<file path="config.mk">
export PLATFORM = sky130hd
export DESIGN_NAME = unpack_top
export DESIGN_NICKNAME = d
export VERILOG_FILES = /design/src/source/unpack_pkg.sv /design/src/source/bit_fifo.sv /design/src/source/unpack_ctrl.sv /design/src/source/unpack_top.sv /design/src/source/word_fifo.sv
export SDC_FILE = /design/constraint.sdc
export NUM_CORES = 1
export LEC_CHECK = 0
export BUFFER_PORTS_ARGS = -buffer_cell sky130_fd_sc_hd__buf_4
export CORE_ASPECT_RATIO = 1.1
export CORE_MARGIN = 1
export CORE_UTILIZATION = 40
export DETAILED_ROUTE_END_ITERATION = 6
export PLACE_DENSITY = 0.55
export SYNTH_ARGS = -nofsm -noshare
export SYNTH_HDL_FRONTEND = slang
export SYNTH_SLANG_ARGS = --single-unit
</file>
<file path="constraint.sdc">
create_clock -name clk_i -period 6.1 [get_ports clk_i]
set_input_delay 0.61 -clock clk_i [delete_from_list [all_inputs] [get_ports clk_i]]
set_output_delay 0.61 -clock clk_i [all_outputs]
set_load 0.05 [all_outputs]
</file>
<file path="src/source/unpack_pkg.sv">
// ==============================
// unpack_pkg: shared widths, FIFO depths
// and controller states of the unpacker
// ==============================

`default_nettype none

package unpack_pkg;

  // packed and unpacked word width
  localparam int DATA_W = 32;

  // bit count 0..DATA_W
  localparam int WIDTH_W = 6;

  // bit FIFO level 0..2*DATA_W
  localparam int LEVEL_W = 7;

  // word FIFO depths
  localparam int IN_DEPTH = 4;
  localparam int OUT_DEPTH = 2;

  // controller sequence, one step per cycle
  typedef enum logic [1:0] {
    CALC_PUSH_WIDTH = 2'd0,
    WAIT_DATA       = 2'd1,
    PUSH_DATA       = 2'd2,
    POP_DATA        = 2'd3
  } ctrl_state_e;

endpackage

`default_nettype wire

</file>
<file path="src/source/bit_fifo.sv">
// ==============================
// bit_fifo: two-word bit FIFO with
// variable-width push and pop, LSB first
// ==============================

`default_nettype none

module bit_fifo (
  input  wire                             clk_i,
  input  wire                             rst_n_i,

  // push side
  input  wire                             write_i,
  input  wire [unpack_pkg::WIDTH_W-1:0]   wwidth_i,
  input  wire [unpack_pkg::DATA_W-1:0]    wdata_i,
  output logic [unpack_pkg::LEVEL_W-1:0]  wlevel_o,

  // pop side
  input  wire                             read_i,
  input  wire [unpack_pkg::WIDTH_W-1:0]   rwidth_i,
  output logic [unpack_pkg::DATA_W-1:0]   rdata_o,
  output logic [unpack_pkg::LEVEL_W-1:0]  rlevel_o
);

  // bit storage, oldest bit at position 0
  logic [2*unpack_pkg::DATA_W-1:0] data_q;
  logic [2*unpack_pkg::DATA_W-1:0] data_d;
  logic [2*unpack_pkg::DATA_W-1:0] keep_mask;
  logic [2*unpack_pkg::DATA_W-1:0] wr_bits_ext;
  logic [unpack_pkg::DATA_W-1:0]   wr_bits;

  // fill count in bits
  logic [unpack_pkg::LEVEL_W-1:0]  level_q;
  logic [unpack_pkg::LEVEL_W-1:0]  level_pop;
  logic [unpack_pkg::LEVEL_W-1:0]  level_d;

  // effective bit counts this cycle
  logic [unpack_pkg::WIDTH_W-1:0]  rd_cnt;
  logic [unpack_pkg::WIDTH_W-1:0]  wr_cnt;

  assign rd_cnt = read_i ? rwidth_i : '0;
  assign wr_cnt = write_i ? wwidth_i : '0;

  // pop first, then append the new bits above what is left
  assign level_pop = level_q - unpack_pkg::LEVEL_W'(rd_cnt);
  assign level_d   = level_pop + unpack_pkg::LEVEL_W'(wr_cnt);

  // only bits below the remaining level survive the shift
  assign keep_mask = ~({(2*unpack_pkg::DATA_W){1'b1}} << level_pop);

  assign wr_bits     = wdata_i & ~({unpack_pkg::DATA_W{1'b1}} << wr_cnt);
  assign wr_bits_ext = {{unpack_pkg::DATA_W{1'b0}}, wr_bits};

  assign data_d = ((data_q >> rd_cnt) & keep_mask) | (wr_bits_ext << level_pop);

  // field at the bottom, zero-extended to a full word
  assign rdata_o = data_q[unpack_pkg::DATA_W-1:0]
                   & ~({unpack_pkg::DATA_W{1'b1}} << rwidth_i);

  assign rlevel_o = level_q;
  assign wlevel_o = unpack_pkg::LEVEL_W'(2 * unpack_pkg::DATA_W) - level_q;

  always_ff @(posedge clk_i or negedge rst_n_i) begin
    if (!rst_n_i) begin
      level_q <= '0;
    end else if (read_i || write_i) begin
      level_q <= level_d;
    end
  end

  always_ff @(posedge clk_i) begin
    if (read_i || write_i) begin
      data_q <= data_d;
    end
  end

  // the controller checks room before every push
  a_push_room: assert property (@(posedge clk_i) disable iff (!rst_n_i)
    write_i |-> ({1'b0, wwidth_i} <= wlevel_o));

  // and stored bits before every pop
  a_pop_avail: assert property (@(posedge clk_i) disable iff (!rst_n_i)
    read_i |-> ({1'b0, rwidth_i} <= rlevel_o));

endmodule

`default_nettype wire

</file>
<file path="src/source/unpack_ctrl.sv">
// ==============================
// unpack_ctrl: four-step sequencer that
// feeds the bit FIFO and pops fields
// ==============================

`default_nettype none

module unpack_ctrl (
  input  wire                            clk_i,
  input  wire                            rst_n_i,
  input  wire                            wrap_i,
  input  wire [unpack_pkg::WIDTH_W-1:0]  width_i,

  // input word FIFO
  input  wire                            rready_i,
  output logic                           read_o,

  // output word FIFO
  input  wire                            wready_i,
  output logic                           write_o,

  // bit FIFO
  output logic                           push_o,
  output logic [unpack_pkg::WIDTH_W-1:0] push_width_o,
  input  wire [unpack_pkg::LEVEL_W-1:0]  push_level_i,
  input  wire [unpack_pkg::LEVEL_W-1:0]  pop_level_i
);

  unpack_pkg::ctrl_state_e        state_q;
  unpack_pkg::ctrl_state_e        state_d;

  // bits of whole fields per word in wrap mode
  logic [unpack_pkg::WIDTH_W-1:0] wrap_acc_q;
  logic [unpack_pkg::WIDTH_W-1:0] wrap_acc_d;
  logic [unpack_pkg::WIDTH_W:0]   wrap_sum;

  assign push_width_o = wrap_i ? wrap_acc_q : unpack_pkg::WIDTH_W'(unpack_pkg::DATA_W);
  assign wrap_sum     = {1'b0, wrap_acc_q} + {1'b0, width_i};

  always_comb begin
    state_d    = state_q;
    wrap_acc_d = wrap_acc_q;
    read_o     = 1'b0;
    push_o     = 1'b0;
    write_o    = 1'b0;

    case (state_q)
      unpack_pkg::CALC_PUSH_WIDTH: begin
        // keep adding fields while another one still fits
        if (wrap_i && (wrap_sum <= (unpack_pkg::WIDTH_W + 1)'(unpack_pkg::DATA_W))) begin
          wrap_acc_d = wrap_sum[unpack_pkg::WIDTH_W-1:0];
        end else begin
          state_d = unpack_pkg::WAIT_DATA;
        end
      end
      unpack_pkg::WAIT_DATA: begin
        // word waiting and room for a full push
        if (rready_i && (push_level_i >= {1'b0, push_width_o})) begin
          state_d = unpack_pkg::PUSH_DATA;
        end else begin
          state_d = unpack_pkg::POP_DATA;
        end
      end
      unpack_pkg::PUSH_DATA: begin
        // head word moves into the bit FIFO as it leaves the input FIFO
        push_o  = 1'b1;
        read_o  = 1'b1;
        state_d = unpack_pkg::POP_DATA;
      end
      default: begin
        if ((pop_level_i >= {1'b0, width_i}) && wready_i) begin
          write_o = 1'b1;
        end
        state_d = unpack_pkg::WAIT_DATA;
      end
    endcase
  end

  always_ff @(posedge clk_i or negedge rst_n_i) begin
    if (!rst_n_i) begin
      state_q    <= unpack_pkg::CALC_PUSH_WIDTH;
      wrap_acc_q <= '0;
    end else begin
      state_q    <= state_d;
      wrap_acc_q <= wrap_acc_d;
    end
  end

  // field width legal and held for the whole run
  a_width_range: assert property (@(posedge clk_i) disable iff (!rst_n_i)
    (width_i >= 1) && (width_i <= unpack_pkg::WIDTH_W'(unpack_pkg::DATA_W)));

  a_config_static: assert property (@(posedge clk_i) disable iff (!rst_n_i)
    ##1 $stable(width_i) && $stable(wrap_i));

endmodule

`default_nettype wire

</file>
<file path="src/source/unpack_top.sv">
// ==============================
// unpack_top: bit-stream unpacker
// ==============================

`default_nettype none

module unpack_top (
  input  wire                            clk_i,
  input  wire                            rst_n_i,
  input  wire [unpack_pkg::WIDTH_W-1:0]  width_i,
  input  wire                            wrap_i,
  input  wire                            in_valid_i,
  output logic                           in_ready_o,
  input  wire [unpack_pkg::DATA_W-1:0]   in_data_i,
  output logic                           out_valid_o,
  input  wire                            out_ready_i,
  output logic [unpack_pkg::DATA_W-1:0]  out_data_o
);

  logic                           in_rd_valid;
  logic [unpack_pkg::DATA_W-1:0]  in_rd_data;
  logic                           read;
  logic                           push;
  logic [unpack_pkg::WIDTH_W-1:0] push_width;
  logic [unpack_pkg::LEVEL_W-1:0] push_level;
  logic [unpack_pkg::LEVEL_W-1:0] pop_level;
  logic                           pop;
  logic [unpack_pkg::DATA_W-1:0]  field;
  logic                           out_wr_ready;

  word_fifo #(.DEPTH(unpack_pkg::IN_DEPTH)) i_in_fifo (
    .clk_i     (clk_i),
    .rst_n_i   (rst_n_i),
    .wr_valid_i(in_valid_i),
    .wr_data_i (in_data_i),
    .wr_ready_o(in_ready_o),
    .rd_valid_o(in_rd_valid),
    .rd_ready_i(read),
    .rd_data_o (in_rd_data)
  );

  unpack_ctrl i_ctrl (
    .clk_i       (clk_i),
    .rst_n_i     (rst_n_i),
    .wrap_i      (wrap_i),
    .width_i     (width_i),
    .rready_i    (in_rd_valid),
    .read_o      (read),
    .wready_i    (out_wr_ready),
    .write_o     (pop),
    .push_o      (push),
    .push_width_o(push_width),
    .push_level_i(push_level),
    .pop_level_i (pop_level)
  );

  bit_fifo i_bit_fifo (
    .clk_i   (clk_i),
    .rst_n_i (rst_n_i),
    .write_i (push),
    .wwidth_i(push_width),
    .wdata_i (in_rd_data),
    .wlevel_o(push_level),
    .read_i  (pop),
    .rwidth_i(width_i),
    .rdata_o (field),
    .rlevel_o(pop_level)
  );

  word_fifo #(.DEPTH(unpack_pkg::OUT_DEPTH)) i_out_fifo (
    .clk_i     (clk_i),
    .rst_n_i   (rst_n_i),
    .wr_valid_i(pop),
    .wr_data_i (field),
    .wr_ready_o(out_wr_ready),
    .rd_valid_o(out_valid_o),
    .rd_ready_i(out_ready_i),
    .rd_data_o (out_data_o)
  );

endmodule

`default_nettype wire

</file>
<file path="src/source/word_fifo.sv">
// ==============================
// word_fifo: synchronous word FIFO,
// valid/ready on both sides
// ==============================

`default_nettype none

module word_fifo #(
  parameter int DEPTH = 4
) (
  input  wire                            clk_i,
  input  wire                            rst_n_i,
  input  wire                            wr_valid_i,
  input  wire [unpack_pkg::DATA_W-1:0]   wr_data_i,
  output logic                           wr_ready_o,
  output logic                           rd_valid_o,
  input  wire                            rd_ready_i,
  output logic [unpack_pkg::DATA_W-1:0]  rd_data_o
);

  localparam int PTR_W = (DEPTH > 1) ? $clog2(DEPTH) : 1;
  localparam int CNT_W = $clog2(DEPTH + 1);

  logic [unpack_pkg::DATA_W-1:0] mem [DEPTH];
  logic [PTR_W-1:0]              wr_ptr_q;
  logic [PTR_W-1:0]              rd_ptr_q;
  logic [CNT_W-1:0]              count_q;
  logic                          do_push;
  logic                          do_pop;

  function automatic logic [PTR_W-1:0] next_ptr(input logic [PTR_W-1:0] ptr);
    if (ptr == PTR_W'(DEPTH - 1)) begin
      return '0;
    end
    return ptr + 1'b1;
  endfunction

  // full FIFO still takes a word when the head leaves this cycle
  assign rd_valid_o = (count_q != '0);
  assign wr_ready_o = (count_q != CNT_W'(DEPTH)) || rd_ready_i;
  assign do_pop     = rd_valid_o && rd_ready_i;
  assign do_push    = wr_valid_i && wr_ready_o;
  assign rd_data_o  = mem[rd_ptr_q];

  always_ff @(posedge clk_i or negedge rst_n_i) begin
    if (!rst_n_i) begin
      wr_ptr_q <= '0;
      rd_ptr_q <= '0;
      count_q  <= '0;
    end else begin
      if (do_push) wr_ptr_q <= next_ptr(wr_ptr_q);
      if (do_pop) rd_ptr_q <= next_ptr(rd_ptr_q);
      if (do_push && !do_pop) count_q <= count_q + 1'b1;
      else if (do_pop && !do_push) count_q <= count_q - 1'b1;
    end
  end

  always_ff @(posedge clk_i) begin
    if (do_push) mem[wr_ptr_q] <= wr_data_i;
  end

  // occupancy stays in range, an underflow would wrap above DEPTH
  a_count_range: assert property (@(posedge clk_i) disable iff (!rst_n_i)
    count_q <= CNT_W'(DEPTH));

  // a stalled head word holds until it is taken
  a_head_stable: assert property (@(posedge clk_i) disable iff (!rst_n_i)
    rd_valid_o && !rd_ready_i |=> rd_valid_o && $stable(rd_data_o));

endmodule

`default_nettype wire

</file>
Word-level counts from Yosys, hierarchy flattened
Memories as Yosys holds them, arrays and structs flattened.
Cells that the tools add are included.
- RAM bits: 192
- word-level logic and storage cells: 104
- memories kept: 2
- input bits: 43
- output and inout port bits: 34
- register bits after elaboration: 90
- memory list (memory ; words ; bits a word ; read ports ; clocked after Yosys merged registers in ; wr ports ; RTL line ; text):
    i_in_fifo.mem ; 4 ; 32 ; 1 ; 0 ; 1 ; word_fifo.sv:24 ; logic [unpack_pkg::DATA_W-1:0] mem [DEPTH];
    i_out_fifo.mem ; 2 ; 32 ; 1 ; 0 ; 1 ; word_fifo.sv:24 ;
- reductions and logical operators: 25
- $lt $le $gt $ge: 3
- mux-type cells: 33
- shift-type cells: 5
- bitwise operators: 7
- equality and inequality tests: 7
- add/subtract/negate cells: 12
- operators by type and width (cell ; number):
    AND 32 bit ; 2
    AND 64 bit ; 1
    inverter 32 bit ; 2
    inverter 64 bit ; 1
    OR 64 bit ; 1
    << shifter 32 x 6 -> 32 bit, first input constant ; 2
    << shifter 32 x 7 -> 64 bit ; 1
    << shifter 64 x 7 -> 64 bit, first input constant ; 1
    >> shifter 64 x 6 -> 64 bit ; 1
    2-to-1 mux 1 bit ; 20
    2-to-1 mux 6 bit ; 3
    >= comparator 7 x 6 -> 1 bit ; 2
    2-to-1 mux 2 bit ; 7
    logical AND 1 bit ; 11
    adder 6 x 6 -> 7 bit ; 1
    adder 7 x 6 -> 7 bit ; 1
    <= comparator 7 x 6 -> 1 bit, second input constant ; 1
    subtractor 7 x 6 -> 7 bit ; 1
    subtractor 7 bit, first input constant ; 1
    adder 2 x 1 -> 2 bit, second input constant ; 3
    equality test 2 bit, second input constant ; 3
    2-to-1 mux 3 bit ; 2
    case mux 2 bit (3 select lines) ; 1
    nonzero test 2 bit ; 3
    13 further kinds ; 20

Longest topological paths before layout
Gate-level depths: netlist of the first run.
- depth in word-level cells: 11
- mapped depth: 30
- mapped depth without buffers: 23

Modules after synthesis
From an unflattened synthesis of the first run, not the netlist that was laid out.
- cells, all modules: 1853
- area, all modules: 20317.0 sq um
- by module, submodules not included (module ; cells an instance ; seq. area each (sq um) ; area an instance (sq um) ; times used):
    bit_fifo ; 1430 ; 2097.0 ; 11801.3 ; 1
    word_fifo (i_in_fifo) ; 207 ; 4018.9 ; 5048.6 ; 1
    word_fifo (i_out_fifo) ; 118 ; 2021.9 ; 2516.2 ; 1
    unpack_ctrl ; 98 ; 200.2 ; 950.9 ; 1

Worst setup path after synthesis of the first run
Ideal clock, no wire load.
- path type: input port to flip-flop
- start point: in width_i[5] (netlist name)
- end point: reg i_bit_fifo.level_q (netlist bit i_bit_fifo.rlevel_o[6])
- buffers on the path: 10
- required time: 5.961 ns
- slack: 0.132 ns
- stages: 30
- setup time: 0.139 ns
- arrival: 5.829 ns
- cells stage by stage: clkbuf_1 inv_1 clkbuf_1 ha_1 a211oi_1 a211oi_1 a21oi_2 buf_2 buf_2 nor2_1 inv_1 buf_2 buf_2 buf_2 ha_1 or3_1 nand2_1 inv_1 buf_2 clkbuf_1 buf_1 ha_1 inv_1 nor2_1 nor2_1 inv_1 a21oi_1 maj3_1 xnor2_1 o21ai_0
- longest elaborated chain between the ends: 7
- elaborated cells between the ends (all ways): 8
- classes of those cells: 2 x add/sub; 1 x order compare; 3 x mux; 2 x reduce/logical
- RTL lines (element ; RTL line ; text):
    start, declared ; unpack_top.sv:10 ; input wire [unpack_pkg::WIDTH_W-1:0] width_i,
    >= comparator 7 x 6 -> 1 bit ; unpack_ctrl.sv:71 ; if ((pop_level_i >= {1'b0, width_i}) && wready_i) begin
    logical AND 1 bit ; unpack_ctrl.sv:71 ;
    2-to-1 mux 1 bit ; unpack_ctrl.sv:71 ;
    2-to-1 mux 1 bit ; unpack_ctrl.sv:47 ; case (state_q)
    2-to-1 mux 6 bit ; bit_fifo.sv:41 ; assign rd_cnt = read_i ? rwidth_i : '0;
    subtractor 7 x 6 -> 7 bit ; bit_fifo.sv:45 ; assign level_pop = level_q - unpack_pkg::LEVEL_W'(rd_cnt);
    adder 7 x 6 -> 7 bit ; bit_fifo.sv:46 ; assign level_d = level_pop + unpack_pkg::LEVEL_W'(wr_cnt);
    end signal, assigned ; bit_fifo.sv:67 ; level_q <= level_d;
    end, declared ; bit_fifo.sv:33 ; logic [unpack_pkg::LEVEL_W-1:0] level_q;
Parallel ways exist; a longest one is shown, timed or not.
A chain may end at the register's enable or synchronous reset.

Worst setup path in the final report of the first run
- start point: reg i_bit_fifo.level_q (netlist bit i_bit_fifo.rlevel_o[1])
- end point: reg i_bit_fifo.data_q[52] (netlist name) (data pin)
- longest elaborated chain between the ends: 10
- elaborated cells between the ends (all ways): 12
- classes of those cells: 1 x add/sub; 1 x order compare; 3 x shift; 3 x mux; 3 x bitwise; 1 x reduce/logical
- RTL lines (element ; RTL line ; text):
    >= comparator 7 x 6 -> 1 bit ; unpack_ctrl.sv:71 ;
    logical AND 1 bit ; unpack_ctrl.sv:71 ;
    2-to-1 mux 1 bit ; unpack_ctrl.sv:71 ;
    2-to-1 mux 1 bit ; unpack_ctrl.sv:47 ;
    2-to-1 mux 6 bit ; bit_fifo.sv:41 ;
    subtractor 7 x 6 -> 7 bit ; bit_fifo.sv:45 ;
    << shifter 64 x 7 -> 64 bit ; bit_fifo.sv:49 ; assign keep_mask = ~({(2*unpack_pkg::DATA_W){1'b1}} << level_pop);
    inverter 64 bit ; bit_fifo.sv:49 ;
    AND 64 bit ; bit_fifo.sv:54 ; assign data_d = ((data_q >> rd_cnt) & keep_mask) | (wr_bits_ext << level_pop);
    OR 64 bit (*) ; bit_fifo.sv:54 ;
    net i_bit_fifo.data_d, one bit ; bit_fifo.sv:27 ; logic [2*unpack_pkg::DATA_W-1:0] data_d;
    end signal, assigned ; bit_fifo.sv:73 ; data_q <= data_d;
    end, declared ; bit_fifo.sv:26 ; logic [2*unpack_pkg::DATA_W-1:0] data_q;
The timed path passes the listed nets; every way through them passes the cells marked *.

==> impl_metrics.toml, run 1 <==
[status]
status = "complete, no violations"

[timing]
maxClockFrequency_mhz = 187
post-route-period-util_pct = 87.7
slew_headroom_pct = 9.33
setup-tns-final_ns = 0
worst_clock_skew_ns = 0.0149
rsz0062_at_grt = "false"
final_period_minus_worst_setup_slack_ns = 5.35
fin_hold_ws_ns = 0.205
finalMaxSlewViolations = 0
worst_pin_slew_ns = 1.36
timing.final.setup_violations = 0
report.final.hold_viol_count = 0

[synth]
ys_async_rst_share_pct = 9.22
yosysTopAreaCell = "edfxtp_1"
synthesis.area_per_instance_um2 = 9.82
syn-num-nets = 2201
synthesis.area_um2 = 20700
synth_enable_flop_cells = 256
synth.top_cell.area_share_pct = 37.1
netlist-cell-type-count = 98
cell_types_with_the_largest_area_share_after_synthesis = "edfxtp_1, mux2i_1, mux4_2, mux2_2, nor2_1"
synth.most_common_cell = "edfxtp_1"
synth_top_cells_by_count = "edfxtp_1, nor2_1, nand2_1, o21ai_0, a21oi_1"
synthCells = 2111
yosysWarningCount = 0
synth.yosys.seq_area_share_pct = 40.2
synth-seq-cells = 282
yosys_most_used_dff = "edfxtp_1"

[global_routing]
antenna_found_initial = 1
grt_remaining_overflow = 0
grt_use_total_pct = 36.5
first_pass_grt_wire_length_um = 138000
largest_net_degree_at_the_start_of_global_routing = 107
via_count_of_the_first_global_routing_pass = 18979

[worst_setup_path]
timing.critical_path.to = "i_bit_fifo.data_q[52]"
worstPathRequired_ns = 6.49
worst_setup_path_end_kind = "flop"
crit_path_max_fanout = 42
r2r_end = "i_bit_fifo.data_q[52]"
critPathLaunchType = "flop"
worstPathArrival_ns = 5.74
setup.worst_path.start = "i_bit_fifo.rlevel_o[1]"
reg2reg_from = "i_bit_fifo.rlevel_o[1]"
timing.reg2reg.setup_slack_ns = 0.75
r2r.worst_path.cells = 18
setup.worst_path.class = "flop to flop"

[floorplanning]
ioPinCount = 77
fp.dieH_um = 241
die-area_um2 = 52800
initial_utilization_pct = 40.4
die_x_um = 219
rows = 87
core-area_um2 = 51300

[clocking]
cts.sinks = 282
numCtsBuffers = 30
clock_tree.htree_level_count = 1
cts_tree = "built"
cts.clk_slew.worst_paths_ns = 0.07
root_buffer = "clkbuf_16"
cts_buffer_depth = 3
post_cts_resize_count = 0
worst_skew_late_latency_ns = 0.61

[route]
antenna_left = 0
firstDrtPassIters = 7
wirelength_um = 96500
drt_iter0_drc = 3053
vias_per_cell = 6.92
detail_route.drc_violations = 0
mean_routed_wirelength_per_cell_um = 33.8
detailroute.via_count = 19752

[min_path]
timing.hold.worst.class = "input pin to flop"
min_delay_path_depth = 1

[placement]
postPlaceCellArea_um2 = 22400
placedCellCount = 2799
gp_congestion = 1.05
hpwlAfterDp_um = 73100
io_buffer_count = 76

[finish]
layout-area-overhead-vs-synth_pct = 13.0
final-instance-count-excl-fill = 2855
fin_area_um2 = 23400
final_nets = 2255
drive_gt1_share_pct = 18.1

[flow_run]
number_of_max_cap_violations = 0
## how the worst min path moves through the flow
stage	slack [ns]	from	to
final	0.21	in_data_i[9]	i_in_fifo.mem[0][9]
after global routing	0.19	in_data_i[9]	i_in_fifo.mem[0][9]
after CTS	0.18	in_data_i[30]	i_in_fifo.mem[3][30]
after detailed placement	0.49	i_out_fifo.count_q[1]	i_out_fifo.count_q[1]
after global placement	0.47	i_out_fifo.count_q[1]	i_out_fifo.count_q[1]
after floorplan	0.31	rst_n_i	i_bit_fifo.rlevel_o[0]
## metal layers
layer	global-route usage, %	vias to the layer above	routed length, um
li1	-	8460	-
met1	48.3	9793	38100
met2	57.8	1196	44000
met3	4.50	303	8060
met4	20.8	0	6400
met5	0	-	0
## area by class of cell
cell class,instances,area (um^2)
Antenna cell,1,2.50
Clock buffer,33,762
Clock inverter,21,273
Fill cell,4905,27800
Inverter,50,188
Multi-Input combinational cell,1609,11500
Sequential cell,282,8340
Tap cell,667,835
Timing Repair Buffer,192,1490
## critical path, cell delays in order, from the launching register on
cell and delay [ns]:
dfrtp_1 0.53, ha_1 0.35, nand2_1 0.04, o21ai_0 0.38, a21oi_4 0.10, buf_4 0.20
nor2_1 0.13, inv_1 0.14, ha_1 0.29, nor2b_1 0.13, o21a_1 0.22, or3_1 0.35
nand2_1 0.10, buf_4 0.44, nor2_1 0.10, o311a_1 0.35, a221oi_1 0.68, a22oi_1 0.23
o211ai_1 0.36
## logic make-up (layout without fill, tap and decap cells)
kind of cell,after synthesis,in the layout,synth area share (%)
AO/OA/AOI/OAI,718,718,24.6
adder cells (fa/ha/maj),48,48,3.03
flip-flops,282,282,40.2
XOR/XNOR,25,25,1.06
buffers and inverters,220,296,4.41
other,0,1,0
AND/OR/NAND/NOR,613,613,13.9
multiplexers,205,205,12.8
## per-stage QoR
| step | worst slack, ns | utilization [%] |
|---|---|---|
| 6_report | 0.752 | 45.7 |
| 4_1_cts | 0.845 | 45.7 |
| 3_3_place_gp | 0.493 | 43.6 |
| 3_5_place_dp | 0.559 | 43.6 |
| 2_1_floorplan | 0.132 | - |
| 5_1_grt | 0.513 | 45.7 |
## cell usage in the layout, fill, tap and decap left out, types with 15 or more instances in the layout
master	synthesis	final
o21ai_1	15	15
dfrtp_1	26	25
o221ai_1	21	21
mux4_2	40	40
nand2_1	158	158
mux2i_1	91	91
nor2_1	175	172
ha_1	43	43
a21o_1	19	19
a21boi_0	15	15
a211o_1	16	16
a32oi_1	17	17
buf_4	1	187
a21oi_1	120	120
clkbuf_16	0	30
and3_1	24	24
inv_1	42	40
a211oi_1	33	33
o211ai_1	28	28
o2111ai_1	18	18
o21a_1	15	15
o21ai_0	125	125
and2_1	21	21
o32ai_1	30	30
nor3_1	60	60
nand3_1	78	78
mux2_2	73	73
nand2b_1	19	19
a31oi_1	22	22
a2111oi_0	19	19
or3_1	15	15
edfxtp_1	256	256
o22ai_1	39	39
## registers in the layout (all words and copies together), names as in the netlist
name                 count
i_bit_fifo.rlevel_o      7
i_in_fifo.wr_ptr_q       2
i_bit_fifo.data_q       64
i_in_fifo.rd_ptr_q       2
i_out_fifo.mem          64
i_ctrl.wrap_acc_q        6
i_in_fifo.mem          128
i_out_fifo.count_q       2
i_ctrl.state_q           2
i_out_fifo.wr_ptr_q      1
i_out_fifo.rd_ptr_q      1
i_in_fifo.count_q        3
## repair_timing
item,CTS,global route
setup buffers,0,0
hold endpoints to repair,26,0
hold buffers,1,0
Power of run 1 is not shown: default switching activity piles up to over one toggle a cycle in this logic, so the estimate is an artifact.
==> run 2, diff against run 1 <==
ABC_AREA = 1   (was not set)
PLACE_DENSITY = not set   (was 0.55)
PLACE_DENSITY_LB_ADDON = 0.15   (was not set)
==> run 2 against run 1 <==
The run now ends with design-rule violations left. Cell area decreased by 4.4%. Wire length shrank 19%. Die area shrank 2.3%. Maximum frequency increased by 11%. Sequential share of layout area increased by 1.6 points. Global-route usage decreased by 6.1 points. Hold slack better by 0.051 ns. Synthesized area decreased by 2.3%. Register-to-register slack improved by 0.63 ns. Critical path depth increased by 6. Critical endpoint is now i_bit_fifo.data_q[45].
==> impl_metrics.toml, run 2 <==
[status]
status = "complete, but fails checks"
violated_checks = "design-rule violations"

[worst_setup_path]
critical_path.most_common_cell = "nand2_1"
worstPathRequired_ns = 6.34
critical_path.cell_chain = "buf_4 -> clkinv_1 -> ha_1 -> inv_1 -> nor3_1 -> nand2_1 -> nand3_4 -> nand2_4 -> nor2_1 -> ha_1 -> inv_1 -> fa_1 -> nand3_1 -> nand2_1 -> a21oi_1 -> o21bai_2 -> xor2_2 -> nor2_4 -> buf_4 -> nor2_2 -> nand2_1 -> o21ai_0 -> nand2_1 -> o21ai_0"
worstPathArrival_ns = 5.04
setup.worst_path.class = "input pin to flop"
path_buf_inv = 5
worst_setup_path_end_kind = "flop"
cpLargestDelayFamily = "simple AND/OR/NAND/NOR gates"
crit_path_max_fanout = 35
timing.reg2reg.setup_slack_ns = 1.38
slowest_stage_delay_cp_ns = 0.43
critPathLaunchType = "input pin"
timing.critical_path.slowest_stage_cell = "fa_1"

[synth]
syn-num-nets = 2911
synth.yosys.seq_area_share_pct = 41.2
parity_gate_share_of_the_synthesized_area_counting_xor_and_xnor_cells_pct = 0.890
synth-seq-cells = 282
yosysWarningCount = 0
netlist-cell-type-count = 54
cell_types_with_the_largest_area_share_after_synthesis = "edfxtp_1, nand3_1, nand2_1, o21ai_0, nor2_1"
synth_compound_gate_area_share_pct = 7.28
synth.most_common_cell = "nand2_1"
synth_enable_flop_cells = 256
synthesis.area_um2 = 20300
yosys_most_used_dff = "edfxtp_1"
synthesis.area_per_instance_um2 = 7.18
main_combinational_cell_family_by_area_after_synthesis = "simple AND/OR/NAND/NOR gates"
ys_async_rst_share_pct = 9.22
synth_mux_area_share_pct = 0.0556
yosysTopAreaCell = "edfxtp_1"
synthCells = 2821
synth.top_cell.area_share_pct = 38.0
synth-simple-area-share_pct = 40.6
yosys.area_share.adder_pct = 3.05
synth_top_cells_by_count = "nand2_1, nand3_1, edfxtp_1, nor2_1, inv_1"

[global_routing]
largest_net_degree_at_the_start_of_global_routing = 79
antenna_found_initial = 0
grt_remaining_overflow = 0
grt_most_used_layer = "met2"
grt_use_total_pct = 30.4
met3_usage_pct = 3.80
met1_usage_pct = 40.3
via_count_of_the_first_global_routing_pass = 19683
first_pass_grt_wire_length_um = 120000
global_route.usage.met2_pct = 50.1

[floorplanning]
fp.dieH_um = 238
ioPinCount = 77
core-area_um2 = 50000
initial_utilization_pct = 40.5
rows = 86
die-area_um2 = 51500
die_x_um = 217

[route]
firstDrtPassIters = 7
mean_routed_wirelength_per_cell_um = 22.5
detail_route.drc_violations = 2
drt_iter0_drc = 2504
detailroute.via_count = 20511
wirelength_um = 78500
antenna_left = 0
vias_per_cell = 5.88

[clocking]
post_cts_resize_count = 0
postcts_setup_bufs = 0
clock_tree.htree_level_count = 2
root_buffer = "clkbuf_16"
cts_hold_buffers = 1
cts_buffer_depth = 3
numCtsBuffers = 34
cts.clk_slew.worst_paths_ns = 0.06
cts_tree = "built"
worst_skew_late_latency_ns = 0.56
cts.sinks = 282

[timing]
finalMaxSlewViolations = 0
slew_headroom_pct = 23.5
worst_setup_slack_after_layout_ns = 1.30
setup-tns-final_ns = 0
final_period_minus_worst_setup_slack_ns = 4.80
rsz0062_at_grt = "false"
post-route-period-util_pct = 78.7
maxClockFrequency_mhz = 208
timing.final.setup_violations = 0
report.final.hold_viol_count = 0
worst_pin_slew_ns = 1.15
worst_clock_skew_ns = 0.0326

[finish]
insertedDiodeCount = 0
fillCellCount = 5175
layout_commonest_cell = "nand2_1"
final_nets = 2895
highest_count_cells_in_the_layout_ignoring_fill_and_taps = "nand2_1, nand3_1, edfxtp_1"
largest_reg_flops = 128
max_flop_register = "i_in_fifo.mem"
fin_area_um2 = 22400
layout_top_registers = "i_in_fifo.mem (128), i_bit_fifo.data_q (64), i_out_fifo.mem (64)"
layout-area-overhead-vs-synth_pct = 10.6
drive_gt1_share_pct = 7.71

[placement]
io_buffer_count = 76
postPlaceCellArea_um2 = 21300
gp_congestion = 0.996
pre_cts_ws_ns = 0.794
hpwlAfterDp_um = 57600

[min_path]
timing.hold.worst.class = "input pin to flop"

[flow_run]
number_of_max_cap_violations = 0
==> run 2: cell count changes after synthesis, moves of 23 or more <==
cell / change
and3_1: -23
nand2_1: +698
a21oi_1: -61
mux2i_1: -91
o32ai_1: -30
inv_1: +124
nand4_1: +90
mux2_2: -72
nand3_1: +614
nor3_1: -52
mux4_2: -40
==> run 2: through the flow <==
step / hold WS, ns / cells / utilization (%)
after global routing: 0.238 / 3488 / 44.8
final: 0.257 / 3488 / 44.8
after detailed placement: 0.467 / 3428 / 42.5
after CTS: 0.234 / 3488 / 44.8
after floorplan: 0.314 / 2821 / -
after global placement: 0.465 / 3428 / 42.5
==> run 2: path summary, 6_finish.rpt <==
check,startpoint,to,cells after the start
max,width_i[5],i_bit_fifo.data_q[45],24
min reg2reg,i_out_fifo.count_q[0],i_out_fifo.count_q[0],1
min in group asynchronous,rst_n_i,i_out_fifo.rd_ptr_q,2
min,in_data_i[16],i_in_fifo.mem[3][16],1
max reg2reg,i_bit_fifo.rlevel_o[5],i_bit_fifo.data_q[45],22
max in group asynchronous,rst_n_i,i_in_fifo.rd_ptr_q[0],2
==> run 2: final cells by class <==
class                   count  area [um^2]  area share (%)
flip-flops and latches    282         8340            37.2
inverters                 180          676            3.02
clock buffers              40          895            3.99
multi-input cells        2187        10600            47.1
repair buffers            120          903            4.03
well taps                 660          826            3.69
clock inverters            19          209           0.933
==> run 2: per-layer routing <==
| metal | part of all wire [%] | vias to the layer above | wire length [um] |
|---|---|---|---|
| met5 | 0 | - | 0 |
| met4 | 4.4 | 0 | 3450 |
| met3 | 6.9 | 149 | 5420 |
| met2 | 47 | 930 | 36800 |
| met1 | 42 | 9761 | 32800 |
| li1 | - | 9671 | - |
==> run 2: cell families after synthesis <==
group	after synthesis
compound gates	263
xor+xnor	18
fa+ha+maj	47
buf+inv	352
flops	282
mux	1
simple gates	1858
==> run 2: worst reg2reg max path, stage by stage (launching register included) <==
cell and delay, ns:
dfrtp_1 0.48, ha_1 0.35, inv_1 0.06, nor3_1 0.18, nand2_1 0.12, nand3_4 0.10
nand2_4 0.13, nor2_1 0.35, ha_1 0.22, inv_1 0.06, fa_1 0.43, nand3_1 0.08
nand2_1 0.10, a21oi_1 0.17, o21bai_2 0.09, xor2_2 0.17, nor2_4 0.10, buf_4 0.40
nor2_2 0.16, nand2_1 0.28, o21ai_0 0.15, nand2_1 0.08, o21ai_0 0.14
Power of run 2 is left out for the same reason.
